--- src/verilog/mmu_pkg.sv ---
/* PDP-11 MMU shared types */
package mmu_pkg;

   localparam int VA_W      = 16;              // virtual address
   localparam int PA_W      = 22;              // physical address
   localparam int PAR_W     = 16;              // page base, 64-byte blocks
   localparam int NUM_PAGES = 16;              // 8 kernel + 8 user

   // offsets inside the 8 KB I/O page
   localparam logic [12:0] OFS_SR0  = 13'o17572;
   localparam logic [12:0] OFS_SR3  = 13'o12516;
   localparam logic [12:0] OFS_KPDR = 13'o12300;
   localparam logic [12:0] OFS_KPAR = 13'o12340;
   localparam logic [12:0] OFS_UPDR = 13'o17600;
   localparam logic [12:0] OFS_UPAR = 13'o17640;

   localparam logic [15:0] PDR_READ_MASK = 16'o077516;

   localparam int SR0_EN_BIT   = 0;            // mapping enable
   localparam int SR0_PAGE_LSB = 1;            // page number 3:1
   localparam int SR0_MODE_LSB = 5;            // mode 6:5
   localparam int SR0_ABT_LSB  = 13;           // nr/le/ro 15:13
   localparam int SR3_EN22_BIT = 4;            // 22-bit mapping
   localparam int SR3_UMAP_BIT = 5;            // unibus map

   // low half is laid out as the PDR word
   typedef struct packed {
      logic [PAR_W-1:0] par;                   // page base
      logic             rsv_15;
      logic [6:0]       plf;                   // page length
      logic             rsv_7;
      logic             w;                     // dirty page
      logic [1:0]       rsv_5_4;
      logic             ed;                    // expand downward
      logic [1:0]       acf;                   // [0] resident, [1] write ok
      logic             rsv_0;
   } page_desc_t;

   typedef struct packed {
      logic        par_en;
      logic        pdr_en;
      logic [1:0]  strb;                       // byte lanes
      logic [15:0] data;
   } slot_wr_t;

   typedef struct packed {
      logic [VA_W-1:0] va;
      logic            user;                   // user mode space
      logic            write;
   } xlat_req_t;

   typedef struct packed {
      logic [PA_W-1:0] pa;
      logic            abort_nr;               // non-resident
      logic            abort_le;               // length error
      logic            abort_ro;               // read-only
   } xlat_rsp_t;

   typedef struct packed {
      logic       valid;
      logic       user;
      logic [2:0] page;
      logic       nr;
      logic       le;
      logic       ro;
   } xlat_status_t;

   typedef struct packed {
      logic mmu_en;
      logic en_22bit;
      logic frozen;                            // SR0 holds an abort
   } mmu_ctrl_t;

endpackage
--- src/verilog/mmu304.sv ---
/* PDP-11 MMU top level */
`timescale 1ns/10ps

module mmu304
#(
   parameter int NUM_PAGES = mmu_pkg::NUM_PAGES
)
(
   input  logic                  clk,
   input  logic                  sr_rst,
   input  logic                  psel,
   input  logic                  penable,
   input  logic                  pwrite,
   input  logic [12:0]           paddr,
   input  logic [15:0]           pwdata,
   input  logic [1:0]            pstrb,
   output logic [15:0]           prdata,
   output logic                  pready,
   output logic                  pslverr,
   input  logic                  req_valid,
   input  mmu_pkg::xlat_req_t    req,
   output logic                  req_ready,
   output logic                  rsp_valid,
   output mmu_pkg::xlat_rsp_t    rsp,
   input  logic                  rsp_ready,
   output logic                  umap_en
);
   import mmu_pkg::*;

   slot_wr_t     [NUM_PAGES-1:0] slot_wr;      // per-slot write commands
   page_desc_t   [NUM_PAGES-1:0] slot_desc;    // all descriptors
   logic         [NUM_PAGES-1:0] w_set;
   xlat_status_t                 status;
   mmu_ctrl_t                    ctrl;

   mmu_apb_regs #(.NUM_PAGES(NUM_PAGES)) i_regs
   (
      .clk       (clk),
      .sr_rst    (sr_rst),
      .psel      (psel),
      .penable   (penable),
      .pwrite    (pwrite),
      .paddr     (paddr),
      .pwdata    (pwdata),
      .pstrb     (pstrb),
      .prdata    (prdata),
      .pready    (pready),
      .pslverr   (pslverr),
      .slot_wr   (slot_wr),
      .slot_desc (slot_desc),
      .status    (status),
      .ctrl      (ctrl),
      .umap_en   (umap_en)
   );

   // kernel pages 0..7, user pages 8..15
   for (genvar i = 0; i < NUM_PAGES; i++)
   begin : g_slot
      mmu_page_slot i_slot
      (
         .clk    (clk),
         .sr_rst (sr_rst),
         .wr     (slot_wr[i]),
         .w_set  (w_set[i]),
         .desc   (slot_desc[i])
      );
   end

   mmu_translate #(.NUM_PAGES(NUM_PAGES)) i_translate
   (
      .clk       (clk),
      .sr_rst    (sr_rst),
      .req_valid (req_valid),
      .req       (req),
      .req_ready (req_ready),
      .rsp_valid (rsp_valid),
      .rsp       (rsp),
      .rsp_ready (rsp_ready),
      .slot_desc (slot_desc),
      .ctrl      (ctrl),
      .w_set     (w_set),
      .status    (status)
   );

endmodule

--- src/verilog/mmu_translate.sv ---
/* MMU address translation pipeline */
`timescale 1ns/10ps

module mmu_translate
#(
   parameter int NUM_PAGES = mmu_pkg::NUM_PAGES
)
(
   input  logic                                clk,
   input  logic                                sr_rst,
   input  logic                                req_valid,
   input  mmu_pkg::xlat_req_t                  req,
   output logic                                req_ready,
   output logic                                rsp_valid,
   output mmu_pkg::xlat_rsp_t                  rsp,
   input  logic                                rsp_ready,
   input  mmu_pkg::page_desc_t [NUM_PAGES-1:0] slot_desc,
   input  mmu_pkg::mmu_ctrl_t                  ctrl,
   output logic [NUM_PAGES-1:0]                w_set,
   output mmu_pkg::xlat_status_t               status
);
   import mmu_pkg::*;

   localparam int IDX_W = $clog2(NUM_PAGES);

   // stage 1, descriptor lookup and checks
   logic             s1_valid;
   xlat_req_t        s1_req;
   logic             s1_ready;
   logic [IDX_W-1:0] s1_idx;
   page_desc_t       s1_desc;
   logic [6:0]       s1_blk;                   // block within the page
   logic             s1_nr, s1_le, s1_ro;

   // stage 2, address add and response
   logic             s2_valid;
   logic             s2_ready;
   logic [VA_W-1:0]  s2_va;
   logic             s2_user;
   logic             s2_write;
   logic [PAR_W-1:0] s2_par;
   logic             s2_mapped;
   logic             s2_en22;
   logic             s2_nr, s2_le, s2_ro;
   logic [IDX_W-1:0] s2_idx;
   logic [PA_W-1:0]  s2_sum;
   logic             s2_abort;
   logic             xfer;                     // response handshake

   assign s2_ready  = ~s2_valid | rsp_ready;
   assign s1_ready  = ~s1_valid | s2_ready;
   assign req_ready = s1_ready;

   always_ff @(posedge clk)
   begin
      if (sr_rst)
         s1_valid <= 1'b0;
      else if (s1_ready)
         s1_valid <= req_valid;
   end

   always_ff @(posedge clk)
   begin
      if (req_valid & s1_ready)
         s1_req <= req;
   end

   assign s1_idx  = {s1_req.user, s1_req.va[15:13]};
   assign s1_desc = slot_desc[s1_idx];
   assign s1_blk  = s1_req.va[12:6];

   assign s1_nr = ctrl.mmu_en & ~s1_desc.acf[0];
   assign s1_ro = ctrl.mmu_en & s1_req.write & ~s1_desc.acf[1];
   assign s1_le = ctrl.mmu_en & (~s1_desc.ed & (s1_blk > s1_desc.plf)
                               |  s1_desc.ed & (s1_blk < s1_desc.plf));

   always_ff @(posedge clk)
   begin
      if (sr_rst)
         s2_valid <= 1'b0;
      else if (s2_ready)
         s2_valid <= s1_valid;
   end

   // mapping mode is captured so a stalled response stays put
   always_ff @(posedge clk)
   begin
      if (s1_valid & s2_ready)
      begin
         s2_va     <= s1_req.va;
         s2_user   <= s1_req.user;
         s2_write  <= s1_req.write;
         s2_par    <= s1_desc.par;
         s2_mapped <= ctrl.mmu_en;
         s2_en22   <= ctrl.en_22bit;
         s2_nr     <= s1_nr;
         s2_le     <= s1_le;
         s2_ro     <= s1_ro;
      end
   end

   assign s2_idx   = {s2_user, s2_va[15:13]};
   assign s2_sum   = {s2_par, 6'b000000} + PA_W'(s2_va[12:0]);
   assign s2_abort = s2_nr | s2_le | s2_ro;
   assign xfer     = s2_valid & rsp_ready;

   always_comb
   begin
      if (!s2_mapped)
         rsp.pa = {(&s2_va[15:13]) ? 6'o77 : 6'o00, s2_va}; // page 7 to I/O page
      else if (s2_en22)
         rsp.pa = s2_sum;
      else
         rsp.pa = {4'h0, s2_sum[17:0]};        // 18-bit mode
      rsp.abort_nr = s2_nr;
      rsp.abort_le = s2_le;
      rsp.abort_ro = s2_ro;
   end

   assign rsp_valid = s2_valid;

   assign w_set = (xfer & s2_mapped & s2_write & ~s2_abort)
                ? NUM_PAGES'(1) << s2_idx
                : '0;

   always_comb
   begin
      status       = '0;
      status.valid = xfer & s2_mapped & ~ctrl.frozen;
      status.user  = s2_user;
      status.page  = s2_va[15:13];
      status.nr    = s2_nr;
      status.le    = s2_le;
      status.ro    = s2_ro;
   end

endmodule

--- src/verilog/mmu_apb_regs.sv ---
/* MMU APB register block */
`timescale 1ns/10ps

module mmu_apb_regs
#(
   parameter int NUM_PAGES = mmu_pkg::NUM_PAGES
)
(
   input  logic                                clk,
   input  logic                                sr_rst,
   input  logic                                psel,
   input  logic                                penable,
   input  logic                                pwrite,
   input  logic [12:0]                         paddr,
   input  logic [15:0]                         pwdata,
   input  logic [1:0]                          pstrb,
   output logic [15:0]                         prdata,
   output logic                                pready,
   output logic                                pslverr,
   output mmu_pkg::slot_wr_t   [NUM_PAGES-1:0] slot_wr,
   input  mmu_pkg::page_desc_t [NUM_PAGES-1:0] slot_desc,
   input  mmu_pkg::xlat_status_t               status,
   output mmu_pkg::mmu_ctrl_t                  ctrl,
   output logic                                umap_en
);
   import mmu_pkg::*;

   localparam int IDX_W = $clog2(NUM_PAGES);

   logic             access;                   // APB access phase
   logic             wr_acc;
   logic             hit_sr0, hit_sr3;
   logic             hit_kbank, hit_ubank;
   logic             hit_par, hit_pdr, hit_any;
   logic [IDX_W-1:0] slot_idx;
   logic [2:0]       sr0_abt;                  // nr, le, ro
   logic             sr0_user;
   logic [2:0]       sr0_page;
   logic             sr0_en;
   logic             sr3_en22, sr3_umap;
   logic [15:0]      sr0_word, sr3_word;

   assign access  = psel & penable;
   assign wr_acc  = access & pwrite;

   // paddr[0] is the byte address, lanes come from pstrb
   assign hit_sr0   = paddr[12:1] == OFS_SR0[12:1];
   assign hit_sr3   = paddr[12:1] == OFS_SR3[12:1];
   assign hit_kbank = paddr[12:6] == OFS_KPDR[12:6];
   assign hit_ubank = paddr[12:6] == OFS_UPDR[12:6];
   assign hit_par   = hit_kbank & (paddr[5:4] == OFS_KPAR[5:4])
                    | hit_ubank & (paddr[5:4] == OFS_UPAR[5:4]);
   assign hit_pdr   = hit_kbank & (paddr[5:4] == OFS_KPDR[5:4])
                    | hit_ubank & (paddr[5:4] == OFS_UPDR[5:4]);
   assign hit_any   = hit_sr0 | hit_sr3 | hit_par | hit_pdr;
   assign slot_idx  = {hit_ubank, paddr[3:1]}; // user bank in upper half

   assign pready  = 1'b1;                      // zero wait states
   assign pslverr = access & ~hit_any;

   always_comb
   begin
      for (int i = 0; i < NUM_PAGES; i++)
      begin
         slot_wr[i].par_en = wr_acc & hit_par & (slot_idx == IDX_W'(i));
         slot_wr[i].pdr_en = wr_acc & hit_pdr & (slot_idx == IDX_W'(i));
         slot_wr[i].strb   = pstrb;
         slot_wr[i].data   = pwdata;
      end
   end

   // SR0: abort bits freeze page and mode until cleared by the CPU
   always_ff @(posedge clk)
   begin
      if (sr_rst)
      begin
         sr0_abt  <= '0;
         sr0_user <= 1'b0;
         sr0_page <= '0;
         sr0_en   <= 1'b0;
      end
      else
      begin
         if (wr_acc & hit_sr0 & pstrb[1])
            sr0_abt <= pwdata[SR0_ABT_LSB +: 3];
         else if (status.valid & (status.nr | status.le | status.ro))
            sr0_abt <= {status.nr, status.le, status.ro};
         if (wr_acc & hit_sr0 & pstrb[0])
            sr0_en <= pwdata[SR0_EN_BIT];
         if (status.valid)                     // already gated by frozen
         begin
            sr0_user <= status.user;
            sr0_page <= status.page;
         end
      end
   end

   always_ff @(posedge clk)
   begin
      if (sr_rst)
      begin
         sr3_en22 <= 1'b0;
         sr3_umap <= 1'b0;
      end
      else if (wr_acc & hit_sr3 & pstrb[0])
      begin
         sr3_en22 <= pwdata[SR3_EN22_BIT];
         sr3_umap <= pwdata[SR3_UMAP_BIT];
      end
   end

   always_comb
   begin
      sr0_word                    = '0;
      sr0_word[SR0_ABT_LSB +: 3]  = sr0_abt;
      sr0_word[SR0_MODE_LSB +: 2] = {2{sr0_user}};
      sr0_word[SR0_PAGE_LSB +: 3] = sr0_page;
      sr0_word[SR0_EN_BIT]        = sr0_en;
      sr3_word                    = '0;
      sr3_word[SR3_EN22_BIT]      = sr3_en22;
      sr3_word[SR3_UMAP_BIT]      = sr3_umap;
   end

   always_comb
   begin
      if (hit_sr0)
         prdata = sr0_word;
      else if (hit_sr3)
         prdata = sr3_word;
      else if (hit_par)
         prdata = slot_desc[slot_idx].par;
      else if (hit_pdr)
         prdata = slot_desc[slot_idx][15:0] & PDR_READ_MASK;
      else
         prdata = '0;                          // unlisted offset
   end

   assign ctrl.mmu_en   = sr0_en;
   assign ctrl.en_22bit = sr3_en22;
   assign ctrl.frozen   = |sr0_abt;
   assign umap_en       = sr3_umap;

endmodule

--- src/verilog/mmu_page_slot.sv ---
/* MMU page descriptor slot */
`timescale 1ns/10ps

module mmu_page_slot
(
   input  logic                clk,
   input  logic                sr_rst,
   input  mmu_pkg::slot_wr_t   wr,
   input  logic                w_set,
   output mmu_pkg::page_desc_t desc
);
   import mmu_pkg::*;

   logic [PAR_W-1:0] par;                      // base in 64-byte blocks
   logic [6:0]       plf;                      // length in blocks
   logic             ed;                       // expansion direction
   logic [1:0]       acf;                      // access control
   logic             w;                        // dirty flag

   always_ff @(posedge clk)
   begin
      if (sr_rst)
      begin
         par <= '0;
         plf <= '0;
         ed  <= 1'b0;
         acf <= '0;
      end
      else
      begin
         if (wr.par_en & wr.strb[0])
            par[7:0] <= wr.data[7:0];
         if (wr.par_en & wr.strb[1])
            par[15:8] <= wr.data[15:8];
         if (wr.pdr_en & wr.strb[0])
            {ed, acf} <= wr.data[3:1];         // PDR bits 3:1
         if (wr.pdr_en & wr.strb[1])
            plf <= wr.data[14:8];
      end
   end

   // register write wins over a translation setting W
   always_ff @(posedge clk)
   begin
      if (sr_rst)
         w <= 1'b0;
      else if (wr.par_en | wr.pdr_en)
         w <= 1'b0;
      else if (w_set)
         w <= 1'b1;
   end

   always_comb
   begin
      desc     = '0;                           // unimplemented bits read zero
      desc.par = par;
      desc.plf = plf;
      desc.w   = w;
      desc.ed  = ed;
      desc.acf = acf;
   end

endmodule

--- config.mk ---
export PLATFORM = sky130hd
export DESIGN_NAME = mmu304
export DESIGN_NICKNAME = d
export VERILOG_FILES = /design/src/verilog/mmu_pkg.sv /design/src/verilog/mmu304.sv /design/src/verilog/mmu_translate.sv /design/src/verilog/mmu_apb_regs.sv /design/src/verilog/mmu_page_slot.sv
export SDC_FILE = /design/constraint.sdc
export NUM_CORES = 1
export LEC_CHECK = 0
export BUFFER_PORTS_ARGS = -buffer_cell sky130_fd_sc_hd__buf_2
export CORE_MARGIN = 3
export CORE_UTILIZATION = 28
export DETAILED_ROUTE_END_ITERATION = 8
export PLACE_DENSITY_LB_ADDON = 0.3
export SLEW_MARGIN = 20
export SYNTH_ARGS = -nofsm -noshare
export SYNTH_HDL_FRONTEND = slang
export SYNTH_SLANG_ARGS = --single-unit
export TNS_END_PERCENT = 100
--- constraint.sdc ---
create_clock -name clk -period 3.4 [get_ports clk]
set_input_delay 0.68 -clock clk [delete_from_list [all_inputs] [get_ports clk]]
set_output_delay 0.68 -clock clk [all_outputs]
set_load 0.03 [all_outputs]
# [Word-level counts from Yosys, hierarchy flattened]
# Index checks and enable logic that the tools add are counted.
[totals] regBits=501 wordCells=335
[op_classes] addsub=1 n_lt_le_gt_ge=4 n_eq_ne=20 shifts=1 n_mux=14 bitwise_logic=158 n_reduce_logical=21
[ops] cell="32-bit binary-select mux with 4-bit select" count=2
[ops] cell="1-bit AND" count=124
[ops] cell="16-bit two-way mux" count=4
[ops] cell="32-bit two-way mux" count=2
[ops] cell="22-bit two-way mux" count=2
[ops] cell="4-bit == test, second input constant" count=8
[ops] cell="2-bit OR reduction" count=16
[ops] cell="1-bit bitwise OR" count=26
[ops] cell="12-bit == test, second input constant" count=2
[ops] cell="22-bit by 13-bit adder with 22-bit output" count=1
[ops] cell="4-bit by 3-bit == test with 1-bit output, second input constant" count=4
[ops] cell="1-bit by 4-bit << shifter with 16-bit output, first input constant" count=1
[ops] cell="15-bit two-way mux" count=1
[ops] cell="7-bit == test, second input constant" count=2
[ops] cell="4-bit by 5-bit < comparator with 1-bit output, second input constant" count=2
[ops] cell="4-bit by 2-bit == test with 1-bit output, second input constant" count=2
[ops] cell="1-bit NOT" count=8
[ops] cell="7-bit greater-than comparator" count=1
[ops] cell="7-bit < comparator" count=1
[ops] cell="3-bit two-way mux" count=2
[ops] cell="6-bit two-way mux" count=1
[ops] cell="4-bit by 1-bit == test with 1-bit output, second input constant" count=1
[ops] cell="4-bit logical NOT" count=1
[ops] cell="3-bit AND reduction" count=1
[ops] cell="4 further kinds" count=4

# [Logic depth before layout (Yosys ltp)]
# Gate-level depths: netlist of run 1.
[depth] depth_word=7 mapped_depth=14 depth_no_buf=10

# [Modules after synthesis]
# From an unflattened synthesis of run 1, not the netlist that was laid out.
[hier_totals] hier_cells=2947 hier_area_um2=32952.9
[by_module_without_submodules] mod="mmu_page_slot" n_inst=16 cells_each=117 area_each_um2=1258.7
[by_module_without_submodules] mod="mmu_apb_regs" n_inst=1 cells_each=644 area_each_um2=6600.1
[by_module_without_submodules] mod="mmu_translate" n_inst=1 cells_each=431 area_each_um2=6213.5

# [Worst setup path after synthesis of run 1]
# Ideal clock, no wire load.
[synth_timing] path_type="input-to-output" start="in paddr[2]" end="out prdata[6]" t_arrival_ns=2.796 t_required_ns=2.720 path_slack_ns=-0.076 stages=6 n_path_buf=2 path_cell_list="buf_2 -> buf_1 -> mux4_2 -> mux4_2 -> a22oi_1 -> nand2_1"
[synth_via] elab_chain_len=6 word_cells_on_any_way=8 classes_between="eq/ne: 2; mux: 6"
[synth_lines] element="start, declared" line_no="mmu304.sv:14" rtl="input logic [12:0] paddr,"
[synth_lines] element="32-bit binary-select mux with 4-bit select" line_no="mmu_apb_regs.sv:131, mmu_apb_regs.sv:133"
[synth_lines] element="32-bit two-way mux (not written as such)" line_no="mmu_apb_regs.sv:131" rtl="prdata = slot_desc[slot_idx].par;"
[synth_lines] element="15-bit two-way mux" line_no="mmu_apb_regs.sv:132" rtl="else if (hit_pdr)"
[synth_lines] element="16-bit two-way mux" line_no="mmu_apb_regs.sv:130" rtl="else if (hit_par)"
[synth_lines] element="16-bit two-way mux" line_no="mmu_apb_regs.sv:128" rtl="else if (hit_sr3)"
[synth_lines] element="16-bit two-way mux (*)" line_no="mmu_apb_regs.sv:126" rtl="if (hit_sr0)"
[synth_lines] element="end, declared" line_no="mmu304.sv:17" rtl="output logic [15:0] prdata,"
# Every way passes the cells marked *; elsewhere a longest branch is shown, timed or not. The select of a mux whose other input is x is not followed.

# [Final worst setup path of run 1]
[layout_timing] start="in paddr[1]" end="out prdata[6]"
# The elaborated chain is that of the path after synthesis.

==> results.txt, run 1 <==
post-synthesis mux area share - 0.2759
Seq pwr share - 0.460
Switch Pwr - 3209 uW
Post-Syn Nets - 2,608
Post-synth top flop - dfxtp_1
placed cell area - 28,150 um2
largest family of logic cells by synthesized area - multiplexers
xor/xnor cell area share of the yosys netlist - 0.004115
worst-margin pin slew - 911.0 ps
core area - 90,290 um2
Worst Hold Depth - 1
Non-Filler Instances - 3,842
final HPWL from detailed placement - 59,620 um
Placer Congestion - 0.8593
ANT nets after route - 0
Die ar. - 94,880 um2
pin count of the biggest net entering global routing - 130
Slew HR - 0.3926
peak supply drop - 0.4476 mV
combinational share of power - 0.069
gr ovfl total - 0
Routed WL - 88,380 um
post-synthesis sequential area ratio - 0.4150
Die W - 308.0 um
total track usage - 0.1818
Post-synth EDFFs - 57
kind of critical path - in2out
clock skew - 18.85 ps
htree depth - 2
layout cell share with drive strength beyond 1 - 0.2541
nets@finish - 2,692
Fin. Hold Viols - 0
post-synthesis adder-cell area fraction - 0.007642
Clock Tree Root - clkbuf_16
period utilisation layout - 0.9900
first-pass GRT wire length - 131,100 um
Synth Area per Inst - 10.07 um2
Cells after Synth - 2,537
design area - 30,200 um2
minimum clock period - 3366 ps
asr flop ratio synth - 0
max-slew violations - 0
crit path DAT - 2690 ps
# setup viols final - 0
PwrDens - 436.6 nW/um2
DR vias - 20,790
commonest non-fill, non-tap cell in the layout - nand2_1
clk slew on worst S/H paths - 60 ps
switching part of the total - 0.2434
P_leak - 0.009965 uW
RSZ-0062 raised after global routing - yes
reg2reg setup slack - 220 ps
CTS tree - done
initial antenna violation count - 4
Mapped Area - 25,540 um2
Die Ht - 308.0 um
Synthesis Warnings - 0
Reg2Reg Depth - 12
vias in the first global route - 19,440
total CTS buffers - 53
vias per cell - 5.411
buffers added on ports - 99
DR DRC count - 0
Max-Cap Viols - 0
num ports - 102
Max Root-Sink Buffers - 3
Rows - 110
most frequent cells in the layout - nand2_1, dfxtp_1, a21oi_1
WL/cell - 23.00 um
total instance count after detailed placement - 3,740
simple-gate share of the synthesized area - 0.1603
Initial Utilization - 0.2829
drt pass-1 iters - 5
Clock Latency Late Sink - 610 ps
# fillers - 9,149
Iteration-0 DRC Markers - 2,203
Max Fclk - 297.1 MHz
Crit Path Max Fanout - 17
CP required - 2720 ps
Post-CTS Hold Buffers - 0
outcome - completed
Synth cell types - 64
Synth Area in Compound Gates - 0.09636
worst hold path class - in2reg
Synth Register Bits - 501
CTS sink cnt - 501
area grow syn2layout - 18.24%
Startpoint Class - primary input
Int Power - 9975 uW
proportion of power drawn by the clock network - 0.471
Critical Path End Type - primary output
cells in the mapped netlist, drive strengths merged (13+ instances only):
library cell    n  area, um2
nor2          166      649.4
inv            16      60.06
edfxtp         57       1712
dfxtp         444       8889
ha             14      175.2
clkbuf        169      638.1
mux4          261       5878
nand2         466       1749
a21oi         342       1712
a211oi         13      97.59
buf            65      329.1
nand3         219       1096
nor3           19      195.2
o21ai          62      310.3
mux2i         111       1111
power groups by stage:
stage | Clock (uW) | Sequential, uW | Combinational, uW
finish | 6210 | 6060 | 915
global route | 6550 | 6060 | 971
CTS | 6330 | 6060 | 900
detailed placement | 0 | 6190 | 886
global placement | 0 | 6190 | 887
floorplan | 0 | 6160 | 555
sequential cells by signal, indices dropped and copies added, names as in the netlist, 3 cells and up:
| register | count |
|---|---|
| g_slot.i_slot.acf | 32 |
| g_slot.i_slot.ed | 16 |
| g_slot.i_slot.par | 256 |
| g_slot.i_slot.plf | 112 |
| g_slot.i_slot.w | 16 |
| i_regs.sr0_abt | 3 |
| i_regs.sr0_page | 3 |
| i_translate.s1_blk | 7 |
| i_translate.s1_idx | 4 |
| i_translate.s1_req | 7 |
| i_translate.s2_par | 16 |
| i_translate.s2_va | 16 |
per-layer routing:
metal	track usage	vias to the layer above	share of wire
met5	0	-	0
met4	0.04342	0	0.022
met3	0.03385	122	0.078
met2	0.2794	781	0.45
met1	0.2639	10450	0.45
li1	-	9438	-
final timing paths:
kind / end / from
worst min register to register: i_translate.s2_va[2] / i_translate.s1_req[4]
worst max register to register: i_translate.s2_le / i_translate.s1_idx[1]
worst min-delay path: i_translate.s1_blk[5] / req[13]
worst max-delay path: prdata[6] / paddr[1]
kinds of logic after synthesis:
| kind of cell | Yosys count |
|---|---|
| AO/OA/AOI/OAI | 457 |
| other | 1 |
| multiplexers | 377 |
| AND/OR/NAND/NOR | 922 |
| buffers and inverters | 252 |
| XOR/XNOR | 12 |
| flip-flops | 501 |
| adder cells (fa/ha/maj) | 15 |
metrics by stage:
step                      hold slack (ps)  TNS (ps)  power (uW)  utilization  setup slack, ps
after floorplan                     400.3         0        6717            -            11.63
after global placement              400.7    -689.3        7076       0.3118           -76.12
after detailed placement            404.5    -659.7        7074       0.3118           -84.19
after CTS                           224.2    -188.7       13290       0.3331           -55.96
after global routing                230.7    -94.46       13580       0.3344           -27.59
final                               245.8         0       13180       0.3345            34.02
timing repair:
action,4_1_cts,5_1_grt
setup endpoints to repair,25,12
buffers inserted,0,2
pin swaps,0,11
resized for setup,18,32
worst max-delay path, stage by stage:
cell	delay (ps)
buf_12	190
buf_12	210
mux4_2	510
mux4_2	550
a22oi_1	200
nand2_1	100
buf_2	190
layout make-up:
class | count | area [um2] | area share
timing repair buffer | 263 | 2115 | 0.07002
tap | 1176 | 1471 | 0.04872
clock inverter | 26 | 285.3 | 0.009446
sequential | 501 | 10600 | 0.3510
antenna | 2 | 5.005 | 0.0001657
inverter | 18 | 78.83 | 0.002610
clock buffer | 72 | 1551 | 0.05138
multi-input combinational | 1784 | 14090 | 0.4666
(Power assumes the default switching activity.)
==> run 2: changes to the inputs <==
--- a/config.mk
+++ b/config.mk
@@ -5,11 +5,13 @@
 export SDC_FILE = /design/constraint.sdc
 export NUM_CORES = 1
 export LEC_CHECK = 0
+export ABC_AREA = 1
 export BUFFER_PORTS_ARGS = -buffer_cell sky130_fd_sc_hd__buf_2
 export CORE_MARGIN = 3
 export CORE_UTILIZATION = 28
 export DETAILED_ROUTE_END_ITERATION = 8
 export PLACE_DENSITY_LB_ADDON = 0.3
+export RECOVER_POWER = 25
 export SLEW_MARGIN = 20
 export SYNTH_ARGS = -nofsm -noshare
 export SYNTH_HDL_FRONTEND = slang
==> run 2 against run 1 <==
The run now ends with max-capacitance violations, max-slew violations left; global-route usage up 3.1 points; wire length up 38%; non-clock buffer count down 26; register-to-register slack worse by 20 ps; die area up 16%; worst hold slack worse by 41 ps; synthesized cell count up 88%; clock power up 1%; critical path type unchanged.
==> results.txt, run 2 <==
hold slack - 205.3 ps (was 245.8 ps)
crit path DAT - 2680 ps (was 2690 ps)
commonest non-fill, non-tap cell in the layout - nand2_1 (unchanged)
period utilisation layout - 0.9892 (was 0.9900)
Routed WL - 121,600 um (was 88,380 um)
biggest registers after layout - g_slot.i_slot.par x256, g_slot.i_slot.plf x112, g_slot.i_slot.acf x32 (unchanged)
Initial Utilization - 0.2844 (was 0.2829)
post-synthesis sequential area ratio - 0.3576 (was 0.4150)
total track usage - 0.2126 (was 0.1818)
Startpoint Class - primary input (unchanged)
clock skew - 17.19 ps (was 18.85 ps)
count leader, synth - nand2_1 (unchanged)
Setup Buffers After CTS - 0 (unchanged)
CP bufs+invs - 5 (was 3)
total CTS buffers - 56 (was 53)
Clock Latency Late Sink - 650 ps (was 610 ps)
Post-synth top flop - dfxtp_1 (unchanged)
Max-Cap Viols - 1 (was 0)
worst-margin pin slew - 2470 ps (was 911.0 ps)
worst hold path class - in2reg (unchanged)
gr ovfl total - 0 (unchanged)
Max Fclk - 297.3 MHz (was 297.1 MHz)
CP top delay family - simple AND/OR/NAND/NOR gates (was multiplexers)
final design utilization - 0.3235 (was 0.3345)
ANT nets after route - 0 (unchanged)
peak supply drop - 0.3741 mV (was 0.4476 mV)
Cells after Synth - 4,770 (was 2,537)
pin count of the biggest net entering global routing - 137 (was 130)
Largest register FFs - 256 (unchanged)
drt pass-1 iters - 6 (was 5)
Critical Path End Type - primary output (unchanged)
Slew HR - -0.6467 (was 0.3926)
asr flop ratio synth - 0 (unchanged)
top cell type's share of synthesized area - 0.2999 (was 0.3480)
Mapped Area - 29,640 um2 (was 25,540 um2)
P_leak - 0.01534 uW (was 0.009965 uW)
Die Ht - 331.4 um (was 308.0 um)
buffers added on ports - 99 (unchanged)
Die W - 331.4 um (was 308.0 um)
crit-path max cell delay - 370 ps (was 550 ps)
Sum Neg Setup Slack - 0 ps (unchanged)
first-pass GRT wire length - 181,200 um (was 131,100 um)
most used cell along the critical path - nand2_1
kind of critical path - in2out (unchanged)
Clock Tree Root - clkbuf_16 (unchanged)
area grow syn2layout - 13.77% (was 18.24%)
DR DRC count - 0 (unchanged)
layout cell share with drive strength beyond 1 - 0.08603 (was 0.2541)
vias per cell - 5.057 (was 5.411)
Rows - 118 (was 110)
most frequent cells after synthesis - nand2_1, nor2_1, dfxtp_1, inv_1, nand4_1 (was nand2_1, dfxtp_1, a21oi_1, mux4_2, nand3_1)
worst path cell trace - buf_2, nand2_1, nor2_8, a21oi_2, buf_12, buf_4, nand2_1, nand2_1, nor3_1, buf_4, buf_2 (was buf_12, buf_12, mux4_2, mux4_2, a22oi_1, nand2_1, buf_2)
Post-synth EDFFs - 57 (unchanged)
DR vias - 31,090 (was 20,790)
final HPWL from detailed placement - 79,560 um (was 59,620 um)
Synth area leaders - dfxtp_1, nand2_1, nor2_1 (was dfxtp_1, mux4_2, nand2_1)
num ports - 102 (unchanged)
Pwr Total - 14,210 uW (was 13,180 uW)
Iteration-0 DRC Markers - 3,128 (was 2,203)
outcome - finished, violations left (was completed)
minimum clock period - 3363 ps (was 3366 ps)
Synth Register Bits - 501 (unchanged)
area leader, netlist - dfxtp_1 (unchanged)
vias in the first global route - 27,820 (was 19,440)
Synth Area per Inst - 6.214 um2 (was 10.07 um2)
nets@finish - 4,792 (was 2,692)
Post-Syn Nets - 4,841 (was 2,608)
WL/cell - 19.78 um (was 23.00 um)
Crit Path Max Fanout - 11 (was 17)
Placer Congestion - 0.9164 (was 0.8593)
CTS tree - done (unchanged)
failing checks - max-capacitance violations, max-slew violations
register area - 10,600 um2 (unchanged)
PwrDens - 421.3 nW/um2 (was 436.6 nW/um2)
Fin. Hold Viols - 0 (unchanged)
Die ar. - 109,800 um2 (was 94,880 um2)
# setup viols final - 0 (unchanged)
Critical-path top delay cell - nor3_1 (was mux4_2)
RSZ-0062 raised after global routing - yes (unchanged)
core area - 104,200 um2 (was 90,290 um2)
initial antenna violation count - 5 (was 4)
Synthesis Warnings - 0 (unchanged)
CTS sink cnt - 501 (unchanged)
htree depth - 2 (unchanged)
max-slew violations - 40 (was 0)
most frequent cells in the layout - nand2_1, nor2_1, dfxtp_1 (was nand2_1, dfxtp_1, a21oi_1)
Synth cell types - 44 (was 64)
multi-input logic area - 16,110 um2 (was 14,090 um2)
Max Root-Sink Buffers - 3 (unchanged)
clk slew on worst S/H paths - 60 ps (about the same)
# fillers - 11,480 (was 9,149)
CP required - 2720 ps (about the same)
register with the most flip-flops - g_slot.i_slot.par (unchanged)
## run 2: cell types whose count changed after synthesis, moves of 111 or more
cell and change:
inv_1 +360, o21ai_0 +180, nand2_1 +781, mux2i_1 -111, a21oi_1 -137, nand4_1 +249
mux4_2 -261, nor2_1 +1002
## run 2: final cells by class
cell class | instances | share of cell area
Antenna cell | 2 | 0.0001484
Clock buffer | 85 | 0.04805
Clock inverter | 18 | 0.006456
Inverter | 385 | 0.04348
Multi-Input combinational cell | 3540 | 0.4778
Sequential cell | 501 | 0.3143
Tap cell | 1380 | 0.05120
Timing Repair Buffer | 237 | 0.05847
## run 2: through the flow
| step | setup WS, ps | cell area (um2) | cells |
|---|---|---|---|
| after floorplan | 242.8 | 29640 | 4770 |
| after global placement | 69.82 | 31950 | 6043 |
| after detailed placement | 48.91 | 31950 | 6043 |
| after CTS | 20.76 | 33790 | 6146 |
| after global routing | -25.43 | 33720 | 6146 |
| final | 36.60 | 33720 | 6148 |
## run 2: path summary, 6_finish.rpt
check | start | to | slack (ps) | depth (start not counted)
worst min-delay path | req[0] | i_translate.s1_req[0] | 210 | 1
worst max-delay path | paddr[12] | prdata[7] | 40 | 11
worst min register to register | i_translate.s1_req[5] | i_translate.s2_va[3] | 440 | 0
worst max register to register | i_translate.s1_idx[1] | i_translate.s2_le | 200 | 14
## run 2: cell families (layout without fill, tap and decap cells)
logic type / Yosys count / in the layout / share of synthesized area
xor+xnor: 4 / 4 / 0.001182
fa+ha+maj: 15 / 15 / 0.006585
flops: 501 / 501 / 0.3576
simple gates: 2987 / 2987 / 0.4392
other cells: 1 / 3 / 0.0001265
compound gates: 533 / 533 / 0.09612
buf+inv: 729 / 725 / 0.09912
## run 2: worst reg2reg max path: cells and delay by family (launching register included)
family,cells,cell delay [ps]
AND/OR/NAND/NOR,7,880
flip-flops,1,690
AO/OA/AOI/OAI,3,650
buffers and inverters,3,510
adder cells (fa/ha/maj),1,270
## run 2: timing repair
action | in CTS | in global routing
setup endpoints to repair | 1 | 5
hold buffers | 0 | 0
gates cloned | 0 | 0
gates resized for setup | 4 | 3
## run 2: power by group
part | internal [uW] | switching [uW]
logic | 494 | 1370
registers | 6030 | 35.6
clock network | 3580 | 2690
total | 10100 | 4100
## run 2: per-layer routing
metal / part of all wire / GRT usage / wire length, um
met1: 0.43 / 0.2863 / 51860
met5: 0.00028 / 0 / 34
met2: 0.44 / 0.3339 / 53680
met3: 0.088 / 0.03789 / 10700
met4: 0.044 / 0.09025 / 5363
